<file path="src/rtl/sram_axi_config.svh">
`ifndef SRAM_AXI_CONFIG_SVH
`define SRAM_AXI_CONFIG_SVH

// One 8-byte word per beat
`define SRAM_DATA_W    64
`define SRAM_STRB_W    8

// Byte address and memory depth
`define SRAM_ADDR_W    11
`define SRAM_DEPTH     256
`define SRAM_WORD_LSB  3

// AXI fields
`define AXI_ID_W       4
`define AXI_LEN_W      8
`define SRAM_MAX_BEATS 16

`endif

</file>
<file path="src/rtl/sram_axi_pkg.sv">
`default_nettype none

package sram_axi_pkg;

    // Controller states
    typedef enum logic [1:0] {
        IDLE    = 2'd0,
        RD_DATA = 2'd1,
        WR_DATA = 2'd2,
        WR_RESP = 2'd3
    } state_e;

    // AXI burst encodings
    typedef enum logic [1:0] {
        FIXED = 2'd0,
        INCR  = 2'd1,
        WRAP  = 2'd2
    } burst_e;

    typedef enum logic [1:0] {
        OKAY   = 2'd0,
        SLVERR = 2'd2
    } resp_e;

endpackage

`default_nettype wire

</file>
<file path="src/rtl/burst_if.sv">
`default_nettype none
`include "sram_axi_config.svh"

interface burst_if;

    // Burst setup from the controller
    logic                                     load;
    logic [`SRAM_ADDR_W-`SRAM_WORD_LSB-1:0]   start_addr;
    logic [`AXI_LEN_W-1:0]                    len;
    sram_axi_pkg::burst_e                     burst;
    logic                                     step;

    // Current beat back from the generator
    logic [`SRAM_ADDR_W-`SRAM_WORD_LSB-1:0]   addr;
    logic                                     last;

    modport ctrl (output load, start_addr, len, burst, step, input addr, last);
    modport gen  (input load, start_addr, len, burst, step, output addr, last);

endinterface

`default_nettype wire

</file>
<file path="src/rtl/burst_addr_gen.sv">
`default_nettype none
`include "sram_axi_config.svh"

module burst_addr_gen (
    input  wire logic i_aclk,
    input  wire logic i_areset_n,
    burst_if.gen      bus
);

    localparam int WORD_W = `SRAM_ADDR_W - `SRAM_WORD_LSB;

    logic [WORD_W-1:0]     addr_q;
    logic [`AXI_LEN_W-1:0] beat_cnt;
    logic [`AXI_LEN_W-1:0] len_q;
    sram_axi_pkg::burst_e  burst_q;
    logic [WORD_W-1:0]     addr_inc;
    logic [WORD_W-1:0]     wrap_mask;
    logic [WORD_W-1:0]     addr_next;

    // Increment wraps at the top of memory
    assign addr_inc  = addr_q + 1'b1;
    // Wrap window of len+1 words is a power of two
    assign wrap_mask = WORD_W'(len_q);

    always_comb begin
        case (burst_q)
            sram_axi_pkg::FIXED: addr_next = addr_q;
            sram_axi_pkg::WRAP:  addr_next = (addr_q & ~wrap_mask) | (addr_inc & wrap_mask);
            default:             addr_next = addr_inc;
        endcase
    end

    always_ff @(posedge i_aclk) begin
        if (!i_areset_n) begin
            addr_q   <= '0;
            beat_cnt <= '0;
            len_q    <= '0;
            burst_q  <= sram_axi_pkg::FIXED;
        end
        else if (bus.load) begin
            addr_q   <= bus.start_addr;
            beat_cnt <= '0;
            len_q    <= bus.len;
            burst_q  <= bus.burst;
        end
        else if (bus.step) begin
            addr_q   <= addr_next;
            beat_cnt <= beat_cnt + 1'b1;
        end
    end

    assign bus.addr = addr_q;
    assign bus.last = (beat_cnt == len_q);

    // Wrap bursts are 2, 4, 8 or 16 beats
    assert property (@(posedge i_aclk) disable iff (!i_areset_n)
        bus.load && (bus.burst == sram_axi_pkg::WRAP) |->
            (bus.len != 0) && (bus.len < `SRAM_MAX_BEATS) &&
            (((bus.len + 1'b1) & bus.len) == 0));

endmodule

`default_nettype wire

</file>
<file path="src/flat_wrapper.sv">
// flat-port wrapper written by rule: the top's interface ports become plain ports
module burst_addr_gen_flat 
  (i_aclk, i_areset_n, bus_load, bus_start_addr, bus_len, bus_burst, bus_step, bus_addr, bus_last);
  burst_if bus_i ();
  input  wire logic i_aclk;
  input  wire logic i_areset_n;
  input wire logic [$bits(bus_i.load)-1:0] bus_load;
  input wire logic [$bits(bus_i.start_addr)-1:0] bus_start_addr;
  input wire logic [$bits(bus_i.len)-1:0] bus_len;
  input wire logic [$bits(bus_i.burst)-1:0] bus_burst;
  input wire logic [$bits(bus_i.step)-1:0] bus_step;
  output wire logic [$bits(bus_i.addr)-1:0] bus_addr;
  output wire logic [$bits(bus_i.last)-1:0] bus_last;
  assign bus_i.load = bus_load;
  assign bus_i.start_addr = bus_start_addr;
  assign bus_i.len = bus_len;
  assign bus_i.burst = bus_burst;
  assign bus_i.step = bus_step;
  assign bus_addr = bus_i.addr;
  assign bus_last = bus_i.last;
  burst_addr_gen u_core (.i_aclk(i_aclk), .i_areset_n(i_areset_n), .bus(bus_i));
endmodule
</file>
<file path="config.mk">
export PLATFORM = sky130hd
export DESIGN_NAME = burst_addr_gen_flat
export DESIGN_NICKNAME = d
export VERILOG_FILES = /design/src/rtl/sram_axi_pkg.sv /design/src/rtl/burst_if.sv /design/src/rtl/burst_addr_gen.sv /design/src/flat_wrapper.sv
export VERILOG_INCLUDE_DIRS = /design/src /design/src/rtl
export SDC_FILE = /design/constraint.sdc
export NUM_CORES = 1
export LEC_CHECK = 0
export BUFFER_PORTS_ARGS = -buffer_cell sky130_fd_sc_hd__buf_2
export CORE_MARGIN = 5
export CORE_UTILIZATION = 52
export DETAILED_ROUTE_END_ITERATION = 10
export HOLD_SLACK_MARGIN = 0.08
export PLACE_DENSITY = 0.86
export SLEW_MARGIN = 15
export SYNTH_ARGS = -nofsm -noshare
export SYNTH_HDL_FRONTEND = slang
export SYNTH_SLANG_ARGS = --single-unit
export TNS_END_PERCENT = 50
</file>
<file path="constraint.sdc">
create_clock -name i_aclk -period 1.7 [get_ports i_aclk]
set_input_delay 0.255 -clock i_aclk [delete_from_list [all_inputs] [get_ports i_aclk]]
set_output_delay 0.255 -clock i_aclk [all_outputs]
set_load 0.03 [all_outputs]
</file>
==> results.sh <==
export IMPL_drtIter0Drc=39
export IMPL_cp_cell_sequence="xnor2_1 > nand4_1 > nor2_1 > buf_2"
export IMPL_p_comb_frac=0.155
export IMPL_finalHoldViolations=0
export IMPL_fin_crit_ns=1.602
export IMPL_routed_wl_mm=2.908
export IMPL_syn_area_sq_um=1316
export IMPL_cts_tree="done"
export IMPL_fmax_mhz=624.1
export IMPL_worstMarginPinSlew_ns=0.3311
export IMPL_synth_seq_cells=26
export IMPL_rsz0062_at_grt="false"
export IMPL_row_count=18
export IMPL_grt_util_all_layers=0.1673
export IMPL_leakagePower_uw=0.0006560
export IMPL_r2r_slack_ns=0.12
export IMPL_setup_violations_final=0
export IMPL_power_frac_clock=0.326
export IMPL_worst_hold_path_type="primary input to flip-flop"
export IMPL_worst_clock_skew_ns=0.003592
export IMPL_peakVddDrop_mv=0.5262
export IMPL_core_sq_um=2455
export IMPL_portBuffers=30
export IMPL_setup_worst_path_start="u_core.beat_cnt[3]"
export IMPL_clock_path_buffers=2
export IMPL_syn_inst=148
export IMPL_postSynth_asyncResetShare=0
export IMPL_final_cell_mix="buf_2, dfxtp_1, mux2i_1, xnor2_1"
export IMPL_grt_pass1_wl_mm=4.671
export IMPL_slew_violations=0
export IMPL_place_inst=204
export IMPL_dieArea_sq_um=3637
export IMPL_r2r_cells=4
export IMPL_numCtsBuffers=3
export IMPL_cts_root_buffer="clkbuf_4"
export IMPL_startpoint_type="flip-flop"
export IMPL_slew_headroom=0.7772
export IMPL_synth_cell_types=34
export IMPL_ys_flop_type="dfxtp_1"
export IMPL_synth_fp_nets=172
export IMPL_synth_edff_count=0
export IMPL_seqPwrFrac=0.519
export IMPL_crit_type="flip-flop to output port"
export IMPL_grt_max_degree=21
export IMPL_cts_hold_buf=0
export IMPL_finalPower_uw=1302
export IMPL_antenna_left=0
export IMPL_cpPeakStageDelay_ns=0.45
export IMPL_switching_share=0.2565
export IMPL_maxCapViolations=0
export IMPL_cellInternalPower_uw=968.1
export IMPL_antenna_found_initial=0
export IMPL_placed_cell_area_sq_um=1493
export IMPL_layout_commonest_cell="buf_2"
export IMPL_outcome="completed"
export IMPL_yosysSeqAreaShare=0.3954
export IMPL_cts_htree_levels=1
export IMPL_cts_sinks=26
export IMPL_drive_above_1_share=0.2360
export IMPL_fin_cells=208
export IMPL_initial_core_util=0.5362
export IMPL_syn_to_final_growth_pct=17.59
export IMPL_fin_area_sq_um=1548
export IMPL_post_route_util=0.6305
export IMPL_die_h_um=60.31
export IMPL_crit_path_end="bus_last"
export IMPL_avgSynthCellArea_sq_um=8.894
export IMPL_drt_vias_per_instance=5.466
export IMPL_diodes=0
export IMPL_path_max_fanout=5
export IMPL_detailed_place_hpwl_mm=2.275
export IMPL_gp_congestion=0.9162
export IMPL_io_pins=31
export IMPL_fp_dieW_um=60.31
export IMPL_clkTransAtPathRegs_ns=0.14
export IMPL_detail_route_wl_per_cell_um=13.98
export IMPL_grt_ovfl_total=0
export IMPL_nFillCells=199
export IMPL_grt_pass1_vias=1132
export IMPL_required_ns=1.44
export IMPL_route_detailed_drc=0
export IMPL_insertion_delay_ns=0.32
export IMPL_finalCritPeriodShare=0.9425
export IMPL_vias=1137
export IMPL_power_density_nw_per_um2=841.3
export IMPL_cpMaxStageDelayCell="dfxtp_1"
export IMPL_arrival_ns=1.35
export IMPL_power_switching_uw=334.0
export IMPL_dr_pass1_iters=4
export IMPL_end_kind="output port"
export IMPL_yosys_warnings=0
export IMPL_nets=203
export IMPL_fin_setup_tns_ns=0
-- power groups by stage --
stage | logic [uW] | clock network [uW] | registers, uW
finish | 202 | 424 | 676
global route | 220 | 457 | 682
CTS | 203 | 431 | 676
detailed placement | 202 | 0 | 689
global placement | 193 | 0 | 688
floorplan | 119 | 0 | 702
-- worst max-delay path, delay by kind of cell, from the launching register on --
kind,cells,cell delay [ns]
flip-flops,1,0.45
buffers and inverters,1,0.20
AND/OR/NAND/NOR,2,0.22
XOR/XNOR,1,0.14
-- routing by layer --
metal  part of all wire  vias to the layer above  global-route usage
met4             0.0076                        0             0.06013
li1                   -                      580                   -
met5                  0                        -                   0
met3              0.054                        2             0.04320
met2               0.50                       31              0.2932
met1               0.44                      524              0.1953
-- synthesized netlist by cell type, drive strengths merged (3+ instances only) --
cell     n  share of area
dfxtp   26           0.40
mux2i   12          0.091
xnor2   11          0.073
nor2    10          0.029
nor2b   10          0.048
a21oi    9          0.034
nand2    9          0.031
o21ai    9          0.034
nand4    6          0.029
nand3    5          0.019
buf      4          0.017
xor2     4          0.027
a31oi    3          0.014
clkbuf   3         0.0086
or3      3          0.014
-- what timing repair did --
| action | CTS | global route |
|---|---|---|
| endpoints found under the hold margin | 0 | 0 |
| gates resized for setup | 0 | 2 |
| setup buffers | 0 | 0 |
| endpoints found under the setup margin | 0 | 1 |
-- worst min path at each step --
stage | slack, ns | end | cells after the start | startpoint
after floorplan | 0.40 | flip-flop | 2 | bus_start_addr[5]
after global placement | 0.48 | u_core.beat_cnt[7] | 2 | u_core.beat_cnt[7]
after detailed placement | 0.49 | u_core.beat_cnt[7] | 2 | u_core.beat_cnt[7]
after CTS | 0.16 | flip-flop | 3 | bus_start_addr[5]
after global routing | 0.16 | flip-flop | 3 | bus_start_addr[1]
final | 0.16 | flip-flop | 3 | bus_start_addr[5]
-- layout make-up --
type,count,area (sq um),area share
clock buffer,3,22.52,0.01455
clock inverter,1,30.03,0.01940
inverter,2,7.507,0.004850
multi-input combinational,113,754.5,0.4875
sequential,26,523.0,0.3379
tap,30,37.54,0.02425
timing repair buffer,33,172.7,0.1116
-- through the flow --
stage	setup slack (ns)	hold WS, ns
floorplan	0.07185	0.3961
global placement	0.2504	0.4843
detailed placement	0.1504	0.4906
CTS	0.09079	0.1649
global route	0.006450	0.1640
finish	0.09775	0.1607
-- kinds of logic after synthesis --
group	share of synthesized area
buffers and inverters	0.03137
xor gates and xnor gates	0.09981
muxes	0.09126
adders and majority gates	0.01901
AOI/OAI and AO/OA	0.1312
DFF	0.3954
and+or+nand+nor	0.2319
(Power assumes the default switching activity.)
