`config.mk`:
```
export PLATFORM = sky130hd
export DESIGN_NAME = axi_slave_fsm_flat
export DESIGN_NICKNAME = d
export VERILOG_FILES = /design/src/rtl/sram_axi_pkg.sv /design/src/rtl/burst_if.sv /design/src/rtl/axi_slave_fsm.sv /design/src/flat_wrapper.sv
export VERILOG_INCLUDE_DIRS = /design/src /design/src/rtl
export SDC_FILE = /design/constraint.sdc
export NUM_CORES = 1
export LEC_CHECK = 0
export BUFFER_PORTS_ARGS = -buffer_cell sky130_fd_sc_hd__buf_4
export CAP_MARGIN = 20
export CORE_MARGIN = 2
export CORE_UTILIZATION = 28
export DETAILED_ROUTE_END_ITERATION = 12
export GPL_ROUTABILITY_DRIVEN = 1
export GPL_TIMING_DRIVEN = 0
export PLACE_DENSITY = 0.86
export SLEW_MARGIN = 5
export SYNTH_ARGS = -nofsm -noshare
export SYNTH_HDL_FRONTEND = slang
export SYNTH_SLANG_ARGS = --single-unit
```
`constraint.sdc`:
```
create_clock -name i_aclk -period 1.3 [get_ports i_aclk]
set_clock_uncertainty 0.1 [all_clocks]
set_input_delay 0.195 -clock i_aclk [delete_from_list [all_inputs] [get_ports i_aclk]]
set_output_delay 0.195 -clock i_aclk [all_outputs]
set_load 0.005 [all_outputs]
```
`src/rtl/sram_axi_config.svh`:
```
`ifndef SRAM_AXI_CONFIG_SVH
`define SRAM_AXI_CONFIG_SVH

// One 8-byte word per beat
`define SRAM_DATA_W    64
`define SRAM_STRB_W    8

// Byte address and memory depth
`define SRAM_ADDR_W    11
`define SRAM_DEPTH     256
`define SRAM_WORD_LSB  3

// AXI fields
`define AXI_ID_W       4
`define AXI_LEN_W      8
`define SRAM_MAX_BEATS 16

`endif

```
`src/rtl/sram_axi_pkg.sv`:
```
`default_nettype none

package sram_axi_pkg;

    // Controller states
    typedef enum logic [1:0] {
        IDLE    = 2'd0,
        RD_DATA = 2'd1,
        WR_DATA = 2'd2,
        WR_RESP = 2'd3
    } state_e;

    // AXI burst encodings
    typedef enum logic [1:0] {
        FIXED = 2'd0,
        INCR  = 2'd1,
        WRAP  = 2'd2
    } burst_e;

    typedef enum logic [1:0] {
        OKAY   = 2'd0,
        SLVERR = 2'd2
    } resp_e;

endpackage

`default_nettype wire

```
`src/rtl/burst_if.sv`:
```
`default_nettype none
`include "sram_axi_config.svh"

interface burst_if;

    // Burst setup from the controller
    logic                                     load;
    logic [`SRAM_ADDR_W-`SRAM_WORD_LSB-1:0]   start_addr;
    logic [`AXI_LEN_W-1:0]                    len;
    sram_axi_pkg::burst_e                     burst;
    logic                                     step;

    // Current beat back from the generator
    logic [`SRAM_ADDR_W-`SRAM_WORD_LSB-1:0]   addr;
    logic                                     last;

    modport ctrl (output load, start_addr, len, burst, step, input addr, last);
    modport gen  (input load, start_addr, len, burst, step, output addr, last);

endinterface

`default_nettype wire

```
`src/rtl/axi_slave_fsm.sv`:
```
`default_nettype none
`include "sram_axi_config.svh"

module axi_slave_fsm (
    input  wire logic                                   i_aclk,
    input  wire logic                                   i_areset_n,
    // Read address
    input  wire logic [`AXI_ID_W-1:0]                   i_arid,
    input  wire logic [`SRAM_ADDR_W-`SRAM_WORD_LSB-1:0] i_araddr,
    input  wire logic [`AXI_LEN_W-1:0]                  i_arlen,
    input  wire logic [1:0]                             i_arburst,
    input  wire logic                                   i_arvalid,
    output logic                                        o_arready,
    // Read data
    input  wire logic                                   i_rready,
    output logic [`AXI_ID_W-1:0]                        o_rid,
    output logic [1:0]                                  o_rresp,
    output logic                                        o_rlast,
    output logic                                        o_rvalid,
    // Write address
    input  wire logic [`AXI_ID_W-1:0]                   i_awid,
    input  wire logic [`SRAM_ADDR_W-`SRAM_WORD_LSB-1:0] i_awaddr,
    input  wire logic [`AXI_LEN_W-1:0]                  i_awlen,
    input  wire logic [1:0]                             i_awburst,
    input  wire logic                                   i_awvalid,
    output logic                                        o_awready,
    // Write data and response
    input  wire logic                                   i_wlast,
    input  wire logic                                   i_wvalid,
    output logic                                        o_wready,
    input  wire logic                                   i_bready,
    output logic [`AXI_ID_W-1:0]                        o_bid,
    output logic [1:0]                                  o_bresp,
    output logic                                        o_bvalid,
    // Memory and burst control
    output logic                                        o_mem_we,
    burst_if.ctrl                                       bus
);

    sram_axi_pkg::state_e  state_q;
    sram_axi_pkg::state_e  state_d;
    logic [`AXI_ID_W-1:0]  id_q;
    logic                  wlast_err_q;
    logic                  ar_hs;
    logic                  aw_hs;
    logic                  r_hs;
    logic                  w_hs;
    logic                  b_hs;

    // ======================================
    // Handshakes
    // ======================================
    assign o_arready = (state_q == sram_axi_pkg::IDLE);
    // Read wins when both address channels are valid
    assign o_awready = (state_q == sram_axi_pkg::IDLE) && !i_arvalid;
    assign o_rvalid  = (state_q == sram_axi_pkg::RD_DATA);
    assign o_wready  = (state_q == sram_axi_pkg::WR_DATA);
    assign o_bvalid  = (state_q == sram_axi_pkg::WR_RESP);

    assign ar_hs = i_arvalid && o_arready;
    assign aw_hs = i_awvalid && o_awready;
    assign r_hs  = o_rvalid && i_rready;
    assign w_hs  = i_wvalid && o_wready;
    assign b_hs  = o_bvalid && i_bready;

    // ======================================
    // Burst control and responses
    // ======================================
    assign bus.load       = ar_hs || aw_hs;
    assign bus.start_addr = ar_hs ? i_araddr : i_awaddr;
    assign bus.len        = ar_hs ? i_arlen : i_awlen;
    assign bus.burst      = ar_hs ? sram_axi_pkg::burst_e'(i_arburst)
                                  : sram_axi_pkg::burst_e'(i_awburst);
    assign bus.step       = r_hs || w_hs;
    assign o_mem_we       = w_hs;

    assign o_rid   = id_q;
    assign o_bid   = id_q;
    assign o_rresp = sram_axi_pkg::OKAY;
    assign o_rlast = bus.last;
    assign o_bresp = wlast_err_q ? sram_axi_pkg::SLVERR : sram_axi_pkg::OKAY;

    always_comb begin
        state_d = state_q;
        case (state_q)
            sram_axi_pkg::IDLE: begin
                if (ar_hs) begin
                    state_d = sram_axi_pkg::RD_DATA;
                end
                else if (aw_hs) begin
                    state_d = sram_axi_pkg::WR_DATA;
                end
            end
            sram_axi_pkg::RD_DATA: begin
                if (r_hs && bus.last) begin
                    state_d = sram_axi_pkg::IDLE;
                end
            end
            sram_axi_pkg::WR_DATA: begin
                if (w_hs && bus.last) begin
                    state_d = sram_axi_pkg::WR_RESP;
                end
            end
            default: begin
                if (b_hs) begin
                    state_d = sram_axi_pkg::IDLE;
                end
            end
        endcase
    end

    always_ff @(posedge i_aclk) begin
        if (!i_areset_n) begin
            state_q     <= sram_axi_pkg::IDLE;
            wlast_err_q <= 1'b0;
        end
        else begin
            state_q <= state_d;
            if (aw_hs) begin
                wlast_err_q <= 1'b0;
            end
            else if (w_hs && (i_wlast != bus.last)) begin
                wlast_err_q <= 1'b1;
            end
        end
    end

    always_ff @(posedge i_aclk) begin
        if (ar_hs) begin
            id_q <= i_arid;
        end
        else if (aw_hs) begin
            id_q <= i_awid;
        end
    end

    // Valid holds until the master takes it
    assert property (@(posedge i_aclk) disable iff (!i_areset_n)
        o_rvalid && !i_rready |=> o_rvalid);
    assert property (@(posedge i_aclk) disable iff (!i_areset_n)
        o_bvalid && !i_bready |=> o_bvalid);

endmodule

`default_nettype wire

```
`src/flat_wrapper.sv`:
```
// flat-port wrapper written by rule: the top's interface ports become plain ports
module axi_slave_fsm_flat 
  (i_aclk, i_areset_n, i_arid, i_araddr, i_arlen, i_arburst, i_arvalid, o_arready, i_rready, o_rid, o_rresp, o_rlast, o_rvalid, i_awid, i_awaddr, i_awlen, i_awburst, i_awvalid, o_awready, i_wlast, i_wvalid, o_wready, i_bready, o_bid, o_bresp, o_bvalid, o_mem_we, bus_load, bus_start_addr, bus_len, bus_burst, bus_step, bus_addr, bus_last);
  burst_if bus_i ();
  input  wire logic i_aclk;
  input  wire logic i_areset_n;
  input  wire logic [`AXI_ID_W-1:0] i_arid;
  input  wire logic [`SRAM_ADDR_W-`SRAM_WORD_LSB-1:0] i_araddr;
  input  wire logic [`AXI_LEN_W-1:0] i_arlen;
  input  wire logic [1:0] i_arburst;
  input  wire logic i_arvalid;
  output logic o_arready;
  input  wire logic i_rready;
  output logic [`AXI_ID_W-1:0] o_rid;
  output logic [1:0] o_rresp;
  output logic o_rlast;
  output logic o_rvalid;
  input  wire logic [`AXI_ID_W-1:0] i_awid;
  input  wire logic [`SRAM_ADDR_W-`SRAM_WORD_LSB-1:0] i_awaddr;
  input  wire logic [`AXI_LEN_W-1:0] i_awlen;
  input  wire logic [1:0] i_awburst;
  input  wire logic i_awvalid;
  output logic o_awready;
  input  wire logic i_wlast;
  input  wire logic i_wvalid;
  output logic o_wready;
  input  wire logic i_bready;
  output logic [`AXI_ID_W-1:0] o_bid;
  output logic [1:0] o_bresp;
  output logic o_bvalid;
  output logic o_mem_we;
  output wire logic [$bits(bus_i.load)-1:0] bus_load;
  output wire logic [$bits(bus_i.start_addr)-1:0] bus_start_addr;
  output wire logic [$bits(bus_i.len)-1:0] bus_len;
  output wire logic [$bits(bus_i.burst)-1:0] bus_burst;
  output wire logic [$bits(bus_i.step)-1:0] bus_step;
  input wire logic [$bits(bus_i.addr)-1:0] bus_addr;
  input wire logic [$bits(bus_i.last)-1:0] bus_last;
  assign bus_load = bus_i.load;
  assign bus_start_addr = bus_i.start_addr;
  assign bus_len = bus_i.len;
  assign bus_burst = bus_i.burst;
  assign bus_step = bus_i.step;
  assign bus_i.addr = bus_addr;
  assign bus_i.last = bus_last;
  axi_slave_fsm u_core (.i_aclk(i_aclk), .i_areset_n(i_areset_n), .i_arid(i_arid), .i_araddr(i_araddr), .i_arlen(i_arlen), .i_arburst(i_arburst), .i_arvalid(i_arvalid), .o_arready(o_arready), .i_rready(i_rready), .o_rid(o_rid), .o_rresp(o_rresp), .o_rlast(o_rlast), .o_rvalid(o_rvalid), .i_awid(i_awid), .i_awaddr(i_awaddr), .i_awlen(i_awlen), .i_awburst(i_awburst), .i_awvalid(i_awvalid), .o_awready(o_awready), .i_wlast(i_wlast), .i_wvalid(i_wvalid), .o_wready(o_wready), .i_bready(i_bready), .o_bid(o_bid), .o_bresp(o_bresp), .o_bvalid(o_bvalid), .o_mem_we(o_mem_we), .bus(bus_i));
endmodule
```
==> results.md, run 1 <==
* Hold path startpoint: i_areset_n
* Max Cap Viol at 0
* Maximum fanout along the worst path at 5
* Post-DP Area at about 1500 um^2
* Int Pwr at between 0.8 and 0.9 mW
* RR Endpoint: u_core.o_bid[2]
* Tmin final at 1.79 ns
* Hold crit path type: in -> reg
* Worst-skew pair later-pin latency at 0.24 ns
* Cell Area, Synth at 777 um^2
* FMAX at 560 MHz
* Worst Setup Start Kind: flip-flop
* Die X-Extent at 56.7 um
* Sw frac at 25.7%
* DRT iter0 DRCs at 14
* Die Span Y at 56.7 um
* Quantity of hold-fixing buffers added after cts at 0
* Placer congestion estimate at 0.721
* Sequential fraction of the synthesis area at 23.2%
* Root buffer cell: clkbuf_4
* First-pass DRT Iterations at 3
* First-pass GRT wire length at 3900 um
* ANT cells at 0
* CTS sink count at 7
* Multi-input gate area at 515 um^2
* Setup-failing EPs final at 28
* PD cells at 693 nW/um^2
* Fill count at 204
* H-Tree Depth at 1
* R2R depth at 5
* Crit. End Element: primary output
* Vias after detailed routing at about 910
* Layout cell share with drive strength beyond 1 at a little over four fifths
* Failing checks: setup timing
* CP required at 1.00 ns
* Status: complete, but fails checks
* Routed length per placed instance at 13.6 um
* Clock power share at 16.0%
* Synthesized area per cell at 11.4 um^2
* Pleak at a little over 0.9 nW
* FF-to-FF Start: u_core.state_q[1]
* Starting Density at 28.9%
* Layout Nets at 237
* CTS tree: done
* Worst Hold Path EP: u_core.state_q[1]
* Synth warn at 0
* DR DRC count at 0
* Hold depth at 2
* Critical Path Source: u_core.state_q[1]
* Hpwl dp at 2170 um
* Max rail drop VDD at between 0.4 and 0.5 mV
* Count of input and output buffers at 88
* Hold_ws at 0.0834 ns
* Die footprint at between 3000 and 4000 um^2
* Synthesized flop and latch total at 7
* Largest net degree at the start of global routing at 12
* R2r setup slk at -0.27 ns
* Synth cell types at 27
* Vias per cell at 4.40
* Total GRT Usage at 15.6%
* Clock transition at the registers of the reported paths at 0.05 ns
* Net Sw Power at 0.308 mW
* Slew Viols, Final at 0
* Logic pwr share at 61.0%
* Final hold violations at 0
* Final period util at 137%
* Setup TNS at -9.27 ns
* PnR worst setup slack at -0.486 ns
* Site row count at 19
* Final WL at 2810 um
* RSZ-0062 raised after global routing: yes
* Post-Syn Instances at 68
* Overflow after GRT at 0
* Vias in the first global route at 840
* Core area at roughly 2700 um^2
* Reg area at 183 um^2
* Power share of the sequential group at 23.0%
* Total clock buffers created by CTS at 3
* Initial antenna violation count at 0
* Clk buf depth at 2
* # IOs at 100
* Design Area, Final at 1730 um^2
* Crit path kind: reg -> out
* Antenna viol nets, final at 0
* Area Growth Syn to Fin at 123%
* Critical path arrival at 1.49 ns
-- worst max-delay path by stage --
stage	end	slack, ns	cells after the start
4_1_cts	bus_len[7]	-0.50	6
3_5_place_dp	bus_len[7]	-0.28	6
3_3_place_gp	bus_burst[0]	-0.26	6
5_1_grt	bus_start_addr[1]	-0.54	6
6_report	bus_start_addr[0]	-0.49	6
2_1_floorplan	u_core.o_bid[0]	-0.17	5
-- power groups by stage --
stage / Combinational (mW) / Clock (mW) / Sequential, mW
finish: 0.731 / 0.191 / 0.276
global route: 0.774 / 0.209 / 0.279
CTS: 0.711 / 0.193 / 0.276
detailed placement: 0.593 / 0 / 0.280
global placement: 0.581 / 0 / 0.279
floorplan: 0.281 / 0 / 0.280
-- cells by family (layout without fill, tap and decap cells) --
family	after synthesis	in the layout	synth area share, %
buf+inv	14	119	15.3
flops	7	7	23.2
other cells	1	3	0.483
mux	22	22	41.5
compound gates	8	8	6.92
simple gates	15	15	11.4
xor+xnor	1	1	1.13
-- placed cells by master (no fill, tap or decap), types with 2 or more instances in the layout --
cell / instances
and2_1: 2
edfxtp_1: 4
dfxtp_2: 2
nand2_1: 3
mux2_4: 21
a21oi_1: 2
conb_1: 3
buf_4: 92
buf_6: 21
clkbuf_4: 3
o31ai_1: 2
buf_12: 2
-- stage by stage --
| step | worst slack (ns) | util [%] | power [mW] | instances |
|---|---|---|---|---|
| 2_1_floorplan | -0.166 | - | 0.561 | 70 |
| 3_3_place_gp | -0.259 | 55.5 | 0.860 | 189 |
| 3_5_place_dp | -0.281 | 55.5 | 0.873 | 189 |
| 4_1_cts | -0.501 | 62.9 | 1.18 | 199 |
| 5_1_grt | -0.537 | 64.4 | 1.26 | 206 |
| 6_report | -0.486 | 64.4 | 1.20 | 206 |
-- cells in the mapped netlist, drive strengths merged --
library cell	n	share of area, %
a21o	1	0.97
a21oi	2	1.3
and2	3	2.7
and2b	1	0.97
and3	1	0.81
and3b	1	1.1
buf	14	15
conb	1	0.48
dfxtp	3	7.7
edfxtp	4	15
mux2	22	42
nand2	3	1.4
nand2b	1	0.81
nor2	2	1.3
nor2b	2	1.6
nor3	1	0.64
o21a	1	0.97
o21ai	1	0.64
o2bb2ai	1	1.1
o31ai	2	1.9
xor2	1	1.1
-- worst max-delay path, cell delays in order, from the launching register on --
cell     delay, ns
dfxtp_2       0.33
nor2_4        0.10
and2_4        0.18
buf_6         0.12
buf_12        0.11
mux2_4        0.30
buf_6         0.11
-- per-layer routing --
| metal | vias up | track usage [%] | routed length [um] |
|---|---|---|---|
| met5 | - | 0 | 0 |
| li1 | 441 | - | - |
| met4 | 0 | 6.12 | 63 |
| met2 | 53 | 33.7 | 1690 |
| met3 | 7 | 2.76 | 221 |
| met1 | 406 | 13.3 | 839 |
-- layout make-up --
type | instances | share of cell area [%]
tap | 31 | 2.24
buffer | 11 | 5.71
sequential | 7 | 10.6
multi-input combinational | 49 | 29.8
timing repair buffer | 104 | 50.2
clock buffer | 4 | 1.52
-- repair_timing --
item                       in CTS  in global routing
gates resized for setup        29                  4
setup endpoints to repair      29                 29
pin swaps                       2                  3
cloned                          1                  0
setup buffers                   7                  9
-- registers in the layout, summed over array words and instances, names as in the netlist --
name                count
u_core.o_bid            4
u_core.state_q          2
u_core.wlast_err_q      1
Note: power is estimated with default switching activity, not from simulation.
==> run 2, diff against run 1 <==
--- a/config.mk
+++ b/config.mk
@@ -8,12 +8,14 @@
 export LEC_CHECK = 0
 export BUFFER_PORTS_ARGS = -buffer_cell sky130_fd_sc_hd__buf_4
 export CAP_MARGIN = 20
+export CORE_ASPECT_RATIO = 2
 export CORE_MARGIN = 2
 export CORE_UTILIZATION = 28
 export DETAILED_ROUTE_END_ITERATION = 12
 export GPL_ROUTABILITY_DRIVEN = 1
 export GPL_TIMING_DRIVEN = 0
 export PLACE_DENSITY = 0.86
+export SKIP_LAST_GASP = 1
 export SLEW_MARGIN = 5
 export SYNTH_ARGS = -nofsm -noshare
 export SYNTH_HDL_FRONTEND = slang
==> run 2 against run 1 <==
Net effect:
- the flow still finishes with violations (setup timing)
- global-route usage is 1.9 points higher
- design area up 4.4%
- final cell count down 1.5%
- non-clock buffer count decreased by 1
- register-to-register slack barely moved
- sequential share of layout area shrank 0.45 points
- critical path depth is the same
- power increased by 13%
- first-iteration DRC count decreased by 57%
- critical path type unchanged
- largest cell class unchanged
- largest power group unchanged
- highest routed layer unchanged
==> results.md, run 2 (synthesis gave the netlist of run 1 again) <==
* Status: complete, but fails checks
* Failing checks: setup timing
* DRT iter0 DRCs at 6 (-8)
* First-pass GRT wire length at 4040 um (+3.7%)
* Power, Total at 1.35 mW (+13%)
* Layout cell share with drive strength beyond 1 at 84.5% (-0.089 points)
* Root buffer cell: clkbuf_8
* Clock transition at the registers of the reported paths at 0.04 ns (about the same)
* Commonest non-fill, non-tap cell in the layout: buf_4
* Clk buf depth at 2 (unchanged)
* Initial antenna violation count at 0 (unchanged)
* Most frequent cells in the layout: buf_4, buf_6, mux2_4
* Final period util at 138% (+0.60 points)
* Pleak at 0.953 nW (+2.8%)
* Logic pwr share at 57.4% (-3.6 points)
* CTS tree: done
* Reg area at 183 um^2 (unchanged)
* Power share of the sequential group at 20.7% (-2.3 points)
* Quantity of hold-fixing buffers added after cts at 0 (unchanged)
* Fin util at 66.9% (+2.4 points)
* Crit. End Element: primary output
* RSZ-0062 raised after global routing: yes
* Vias in the first global route at 939 (+12%)
* Net Sw Power at 0.325 mW (+5.7%)
* Int Pwr at 1.02 mW (+15%)
* DR DRC count at 0 (unchanged)
* Critical path's slowest cell: dfxtp_2
* Multi-input gate area at 515 um^2 (unchanged)
* Largest net degree at the start of global routing at 12 (unchanged)
* Critical-path cell list: nor2_4 -> and2_4 -> buf_12 -> buf_12 -> mux2_4 -> buf_6
* Area Growth Syn to Fin at 133%
* Critical path arrival at 1.50 ns (about the same)
* Count of input and output buffers at 88 (unchanged)
* Hpwl dp at 2210 um (+1.9%)
* Worst Path Buf+Inv at 3 (unchanged)
* PnR worst setup slack at -0.494 ns (-0.00782 ns)
* Max reg flops at 4 (unchanged)
* Placer congestion estimate at 0.618 (-14%)
* Layout Nets at 236 (-0.42%)
* First-pass DRT Iterations at 4 (+1)
* Total GRT Usage at 17.5% (+1.9 points)
* Worst Setup Start Kind: flip-flop
* Inst Count DP at 187 (-1.1%)
* Fill count at 208 (+2.0%)
* Crit path kind: reg -> out
* Die footprint at 3240 um^2 (+0.79%)
* Design Area, Final at 1810 um^2 (+4.4%)
* Hold crit path type: in -> reg
* Die Span Y at 78.5 um (+38%)
* Max stage delay on crit path at 0.33 ns (about the same)
* Clock power share at 21.9% (+5.9 points)
* Overflow after GRT at 0 (unchanged)
* Starting Density at 28.7% (-0.17 points)
* Fin cells at 203 (-1.5%)
* Vias after detailed routing at 908 (+0.11%)
* Tmin final at 1.79 ns (+0.00782 ns)
* PD cells at 747 nW/um^2 (+7.9%)
* CP required at 1.00 ns (about the same)
* Max Cap Viol at 0 (unchanged)
* Slew Viols, Final at 0 (unchanged)
* Vias per cell at 4.47 (+1.6%)
* CTS sink count at 7 (unchanged)
* Core area at 2700 um^2 (+0.61%)
* Site row count at 27 (+8)
* Dpl ws at -0.291 ns (-0.00946 ns)
* Total clock buffers created by CTS at 3 (unchanged)
* Die X-Extent at 41.3 um (-27%)
* Max rail drop VDD at 0.651 mV (+32%)
* Routed length per placed instance at 13.8 um (+0.94%)
* Antenna viol nets, final at 0 (unchanged)
* Post-DP Area at 1490 um^2 (-0.17%)
* Setup-failing EPs final at 30 (+7.1%)
* Sw frac at 24.1% (-1.6 points)
* # IOs at 100 (unchanged)
* Maximum fanout along the worst path at 5 (unchanged)
* Final WL at 2790 um (-0.53%)
* H-Tree Depth at 1 (unchanged)
* FMAX at 557 MHz (-0.44%)
* Critical path's top delay family: buffers and inverters
* Worst-skew pair later-pin latency at 0.22 ns (-0.02 ns)
* Final hold violations at 0 (unchanged)
* ANT cells at 0 (unchanged)
* Most used cell, CP: buf_12
## run 2: cell types whose count changed in the layout (fill, tap and decap cells not counted), sizes merged
| cell | previous run | this run |
|---|---|---|
| buf | 115 | 114 |
## run 2: layout make-up
class,instances,share of cell area (%)
buffer,12,6.58
tap,29,2.01
sequential,7,10.1
multi-input combinational,49,28.5
clock buffer,4,2.49
timing repair buffer,102,50.3
## run 2: path summary, 6_finish.rpt
check                       endpoint  slack, ns  depth (start not counted)               start
setup reg to reg     u_core.o_bid[2]      -0.28                          6   u_core.state_q[0]
hold / removal     u_core.state_q[1]       0.12                          2          i_areset_n
hold reg to reg   u_core.wlast_err_q       0.39                          2  u_core.wlast_err_q
setup / recovery          bus_len[0]      -0.49                          6   u_core.state_q[0]
## run 2: layer usage
layer,global-route usage (%),vias to the layer above,share of wire [%]
met4,5.16,0,1.8
li1,-,439,-
met1,16.0,403,27
met2,33.6,62,59
met3,3.67,4,12
met5,0,-,0
## run 2: power by group through the flow
stage	registers, mW	logic (mW)	clock network, mW
after floorplan	0.280	0.281	0
after global placement	0.281	0.581	0
after detailed placement	0.282	0.596	0
after CTS	0.279	0.770	0.302
after global routing	0.281	0.833	0.313
final	0.279	0.775	0.296
## run 2: timing repair
| action | in CTS | in global routing |
|---|---|---|
| endpoints found under the setup margin | 29 | 30 |
| buffers inserted | 13 | 1 |
| cloned | 2 | 0 |
| pin swaps | 3 | 2 |
| gates resized for setup | 37 | 1 |
## run 2: through the flow
step | TNS [ns] | hold slack (ns)
after floorplan | -2.46 | 0.217
after global placement | -5.25 | 0.330
after detailed placement | -5.60 | 0.331
after CTS | -10.17 | 0.108
after global routing | -12.02 | 0.115
final | -10.54 | 0.117
==> run 3, diff against run 2 <==
--- a/config.mk
+++ b/config.mk
@@ -6,15 +6,16 @@
 export SDC_FILE = /design/constraint.sdc
 export NUM_CORES = 1
 export LEC_CHECK = 0
+export ABC_AREA = 1
 export BUFFER_PORTS_ARGS = -buffer_cell sky130_fd_sc_hd__buf_4
 export CAP_MARGIN = 20
 export CORE_ASPECT_RATIO = 2
 export CORE_MARGIN = 2
-export CORE_UTILIZATION = 28
+export CORE_UTILIZATION = 29
 export DETAILED_ROUTE_END_ITERATION = 12
 export GPL_ROUTABILITY_DRIVEN = 1
 export GPL_TIMING_DRIVEN = 0
-export PLACE_DENSITY = 0.86
+export PLACE_DENSITY = 0.87
 export SKIP_LAST_GASP = 1
 export SLEW_MARGIN = 5
 export SYNTH_ARGS = -nofsm -noshare
==> run 3 against run 2 <==
Net effect:
- the flow still finishes with violations (setup timing)
- area after synthesis increased by 2.9%
- flip-flop and latch count did not move
- final cell count increased by 5.9%
- power increased by 36%
- critical path depth decreased by 1
- setup slack improved by 0.097 ns
- clock-buffer cell count is the same
- non-clock buffer count shrank 4
- sequential power rose by 15%
- synthesized cell count rose by 19%
- critical path type unchanged
==> results.md, run 3 <==
* Worst-skew pair later-pin latency at 0.22 ns (about the same)
* Post-DP Area at 1510 um^2 (+1.2%)
* Critical-path cell list: nor2_4 -> nand2_4 -> buf_12 -> mux2_4 -> buf_6
* Clk buf depth at 2 (unchanged)
* Most numerous cell in the Yosys netlist: mux2_4
* PnR worst setup slack at -0.397 ns (+0.0970 ns)
* Async S/R FF share, synth at 0% (unchanged)
* Reg area at 188 um^2 (+2.7%)
* Most frequent cells in the layout: buf_4, mux2_4, buf_6
* Max reg flops at 4 (unchanged)
* Initial antenna violation count at 0 (unchanged)
* Synth warn at 0 (unchanged)
* FMAX at 589 MHz (+5.7%)
* Vias per cell at 4.53 (+1.4%)
* Status: complete, but fails checks
* Synth cell types at 18 (-33%)
* Area Growth Syn to Fin at 123%
* Critical path arrival at 1.40 ns (-0.10 ns)
* Setup-failing EPs final at 35 (+17%)
* Max rail drop VDD at 0.781 mV (+20%)
* Post-synth EDFFs at 4 (unchanged)
* Site row count at 27 (unchanged)
* Design Area, Final at 1790 um^2 (-1.2%)
* Overflow after GRT at 0 (unchanged)
* Hold crit path type: in -> reg
* Final WL at 2900 um (+3.9%)
* Most used DFF post-synth: edfxtp_1
* Root buffer cell: clkbuf_8
* H-Tree Depth at 1 (unchanged)
* Critical path's slowest cell: dfxtp_4
* Multi-input gate area at 527 um^2 (+2.2%)
* Cell Area, Synth at 800 um^2 (+2.9%)
* Dpl ws at -0.233 ns (+0.0575 ns)
* Post-Syn Instances at 81 (+19%)
* Failing checks: setup timing
* Post-synth top cells: mux2_4, nand2_1, buf_4, inv_1, nor2_1
* DRT iter0 DRCs at 14 (+8)
* Placer congestion estimate at 0.783 (+27%)
* CTS tree: done
* CP required at 1.00 ns (about the same)
* Clock transition at the registers of the reported paths at 0.04 ns (about the same)
* Critical path's top delay family: flip-flops
* Worst Path Buf+Inv at 2 (-1)
* Crit path kind: reg -> out
* Total GRT Usage at 17.1% (-0.35 points)
* Starting Density at 29.6% (+0.83 points)
* Fin util at 66.1% (-0.79 points)
* DR DRC count at 0 (unchanged)
* Die X-Extent at 41.1 um (-0.30%)
* First-pass GRT wire length at 3890 um (-3.8%)
* Maximum fanout along the worst path at 8 (+3)
* Synthesized area per cell at 9.87 um^2 (-14%)
* PD cells at 1030 nW/um^2 (+37%)
* Worst Setup Start Kind: flip-flop
* Layout Nets at 248 (+5.1%)
* Quantity of hold-fixing buffers added after cts at 0 (unchanged)
* Sequential fraction of the synthesis area at 22.5% (-0.65 points)
* Max stage delay on crit path at 0.35 ns (+0.02 ns)
* Commonest non-fill, non-tap cell in the layout: buf_4
* Slew Viols, Final at 0 (unchanged)
* Routed length per placed instance at 13.5 um (-1.9%)
* Synthesized flop and latch total at 7 (unchanged)
* Hpwl dp at 2220 um (+0.41%)
* Total clock buffers created by CTS at 3 (unchanged)
* First-pass DRT Iterations at 4 (unchanged)
* Synth area leader: mux2_4
* Vias in the first global route at 905 (-3.6%)
* Die footprint at 3220 um^2 (-0.61%)
* # IOs at 100 (unchanged)
* Final hold violations at 0 (unchanged)
* Layout cell share with drive strength beyond 1 at 81.7% (-2.8 points)
* Vias after detailed routing at 975 (+7.4%)
* CTS sink count at 7 (unchanged)
* Fill count at 212 (+1.9%)
* ANT cells at 0 (unchanged)
* Crit. End Element: primary output
* Count of input and output buffers at 88 (unchanged)
* Tmin final at 1.70 ns (-0.0970 ns)
* Max Cap Viol at 0 (unchanged)
* Antenna viol nets, final at 0 (unchanged)
* Core area at 2700 um^2 (unchanged)
* Final period util at 131% (-7.5 points)
* Area fraction of the dominant cell type after synthesis at 37.6% (-1.1 points)
* RSZ-0062 raised after global routing: yes
* Die Span Y at 78.3 um (-0.31%)
* Main area contributors after synthesis: mux2_4, edfxtp_1, buf_4
* Largest net degree at the start of global routing at 9 (-3)
* Pleak at 0.997 nW (+4.5%)
* Power, Total at 1.83 mW (+36%)
[run 3: cell types whose count changed after synthesis, sizes merged, moves of 3 or more]
cell / change
nand3: +4
nand2: +11
buf: -3
nor2: +4
inv: +9
and2: -3
[run 3: per-layer routing]
layer	GRT usage, %	vias to the layer above	wire length [um]
met5	0	-	0
met4	2.90	0	0
met3	2.26	0	304
met2	36.1	58	1800
met1	14.1	447	798
li1	-	470	-
[run 3: power by group]
part	switching, mW	internal [mW]	leakage (nW)
logic	0.422	0.782	0.909
registers	0.0286	0.292	0.0649
clock network	0.0949	0.212	0.0228
total	0.545	1.29	0.997
[run 3: layout make-up]
cell class	count	area share, %
inverters	9	2.03
clock buffers	4	2.52
well taps	29	2.03
flip-flops and latches	7	10.5
multi-input cells	56	29.5
repair buffers	99	47.4
plain buffers	11	6.03
[run 3: cells by family after synthesis]
family	share of synthesized area, %
and+or+nand+nor	14.6
muxes	40.4
buffers and inverters	17.7
DFF	22.5
AOI/OAI and AO/OA	3.29
xor gates and xnor gates	1.10
other	0.469
[run 3: final timing paths]
check,startpoint,end,slack (ns),depth (start not counted)
min reg2reg,u_core.wlast_err_q,u_core.wlast_err_q,0.38,2
max,u_core.state_q[0],bus_burst[1],-0.40,5
min,i_areset_n,u_core.state_q[0],0.12,3
max reg2reg,u_core.state_q[0],u_core.o_bid[2],-0.35,6
[run 3: stage by stage]
stage | instances | TNS, ns | hold slack (ns)
floorplan | 83 | -0.967 | 0.214
global placement | 200 | -4.35 | 0.350
detailed placement | 200 | -4.38 | 0.353
CTS | 212 | -7.81 | 0.119
global route | 215 | -10.66 | 0.140
finish | 215 | -9.27 | 0.120
[run 3: timing repair]
action                     in CTS  in global routing
setup endpoints to repair      27                 33
resized for setup              25                 16
buffers inserted                7                  3
gates cloned                    1                  0
pin swaps                       3                  3
[run 3: worst min-delay path, cell delays in order]
cell and delay (ns):
buf_4 0.12, nand2_1 0.06, nor2_1 0.03
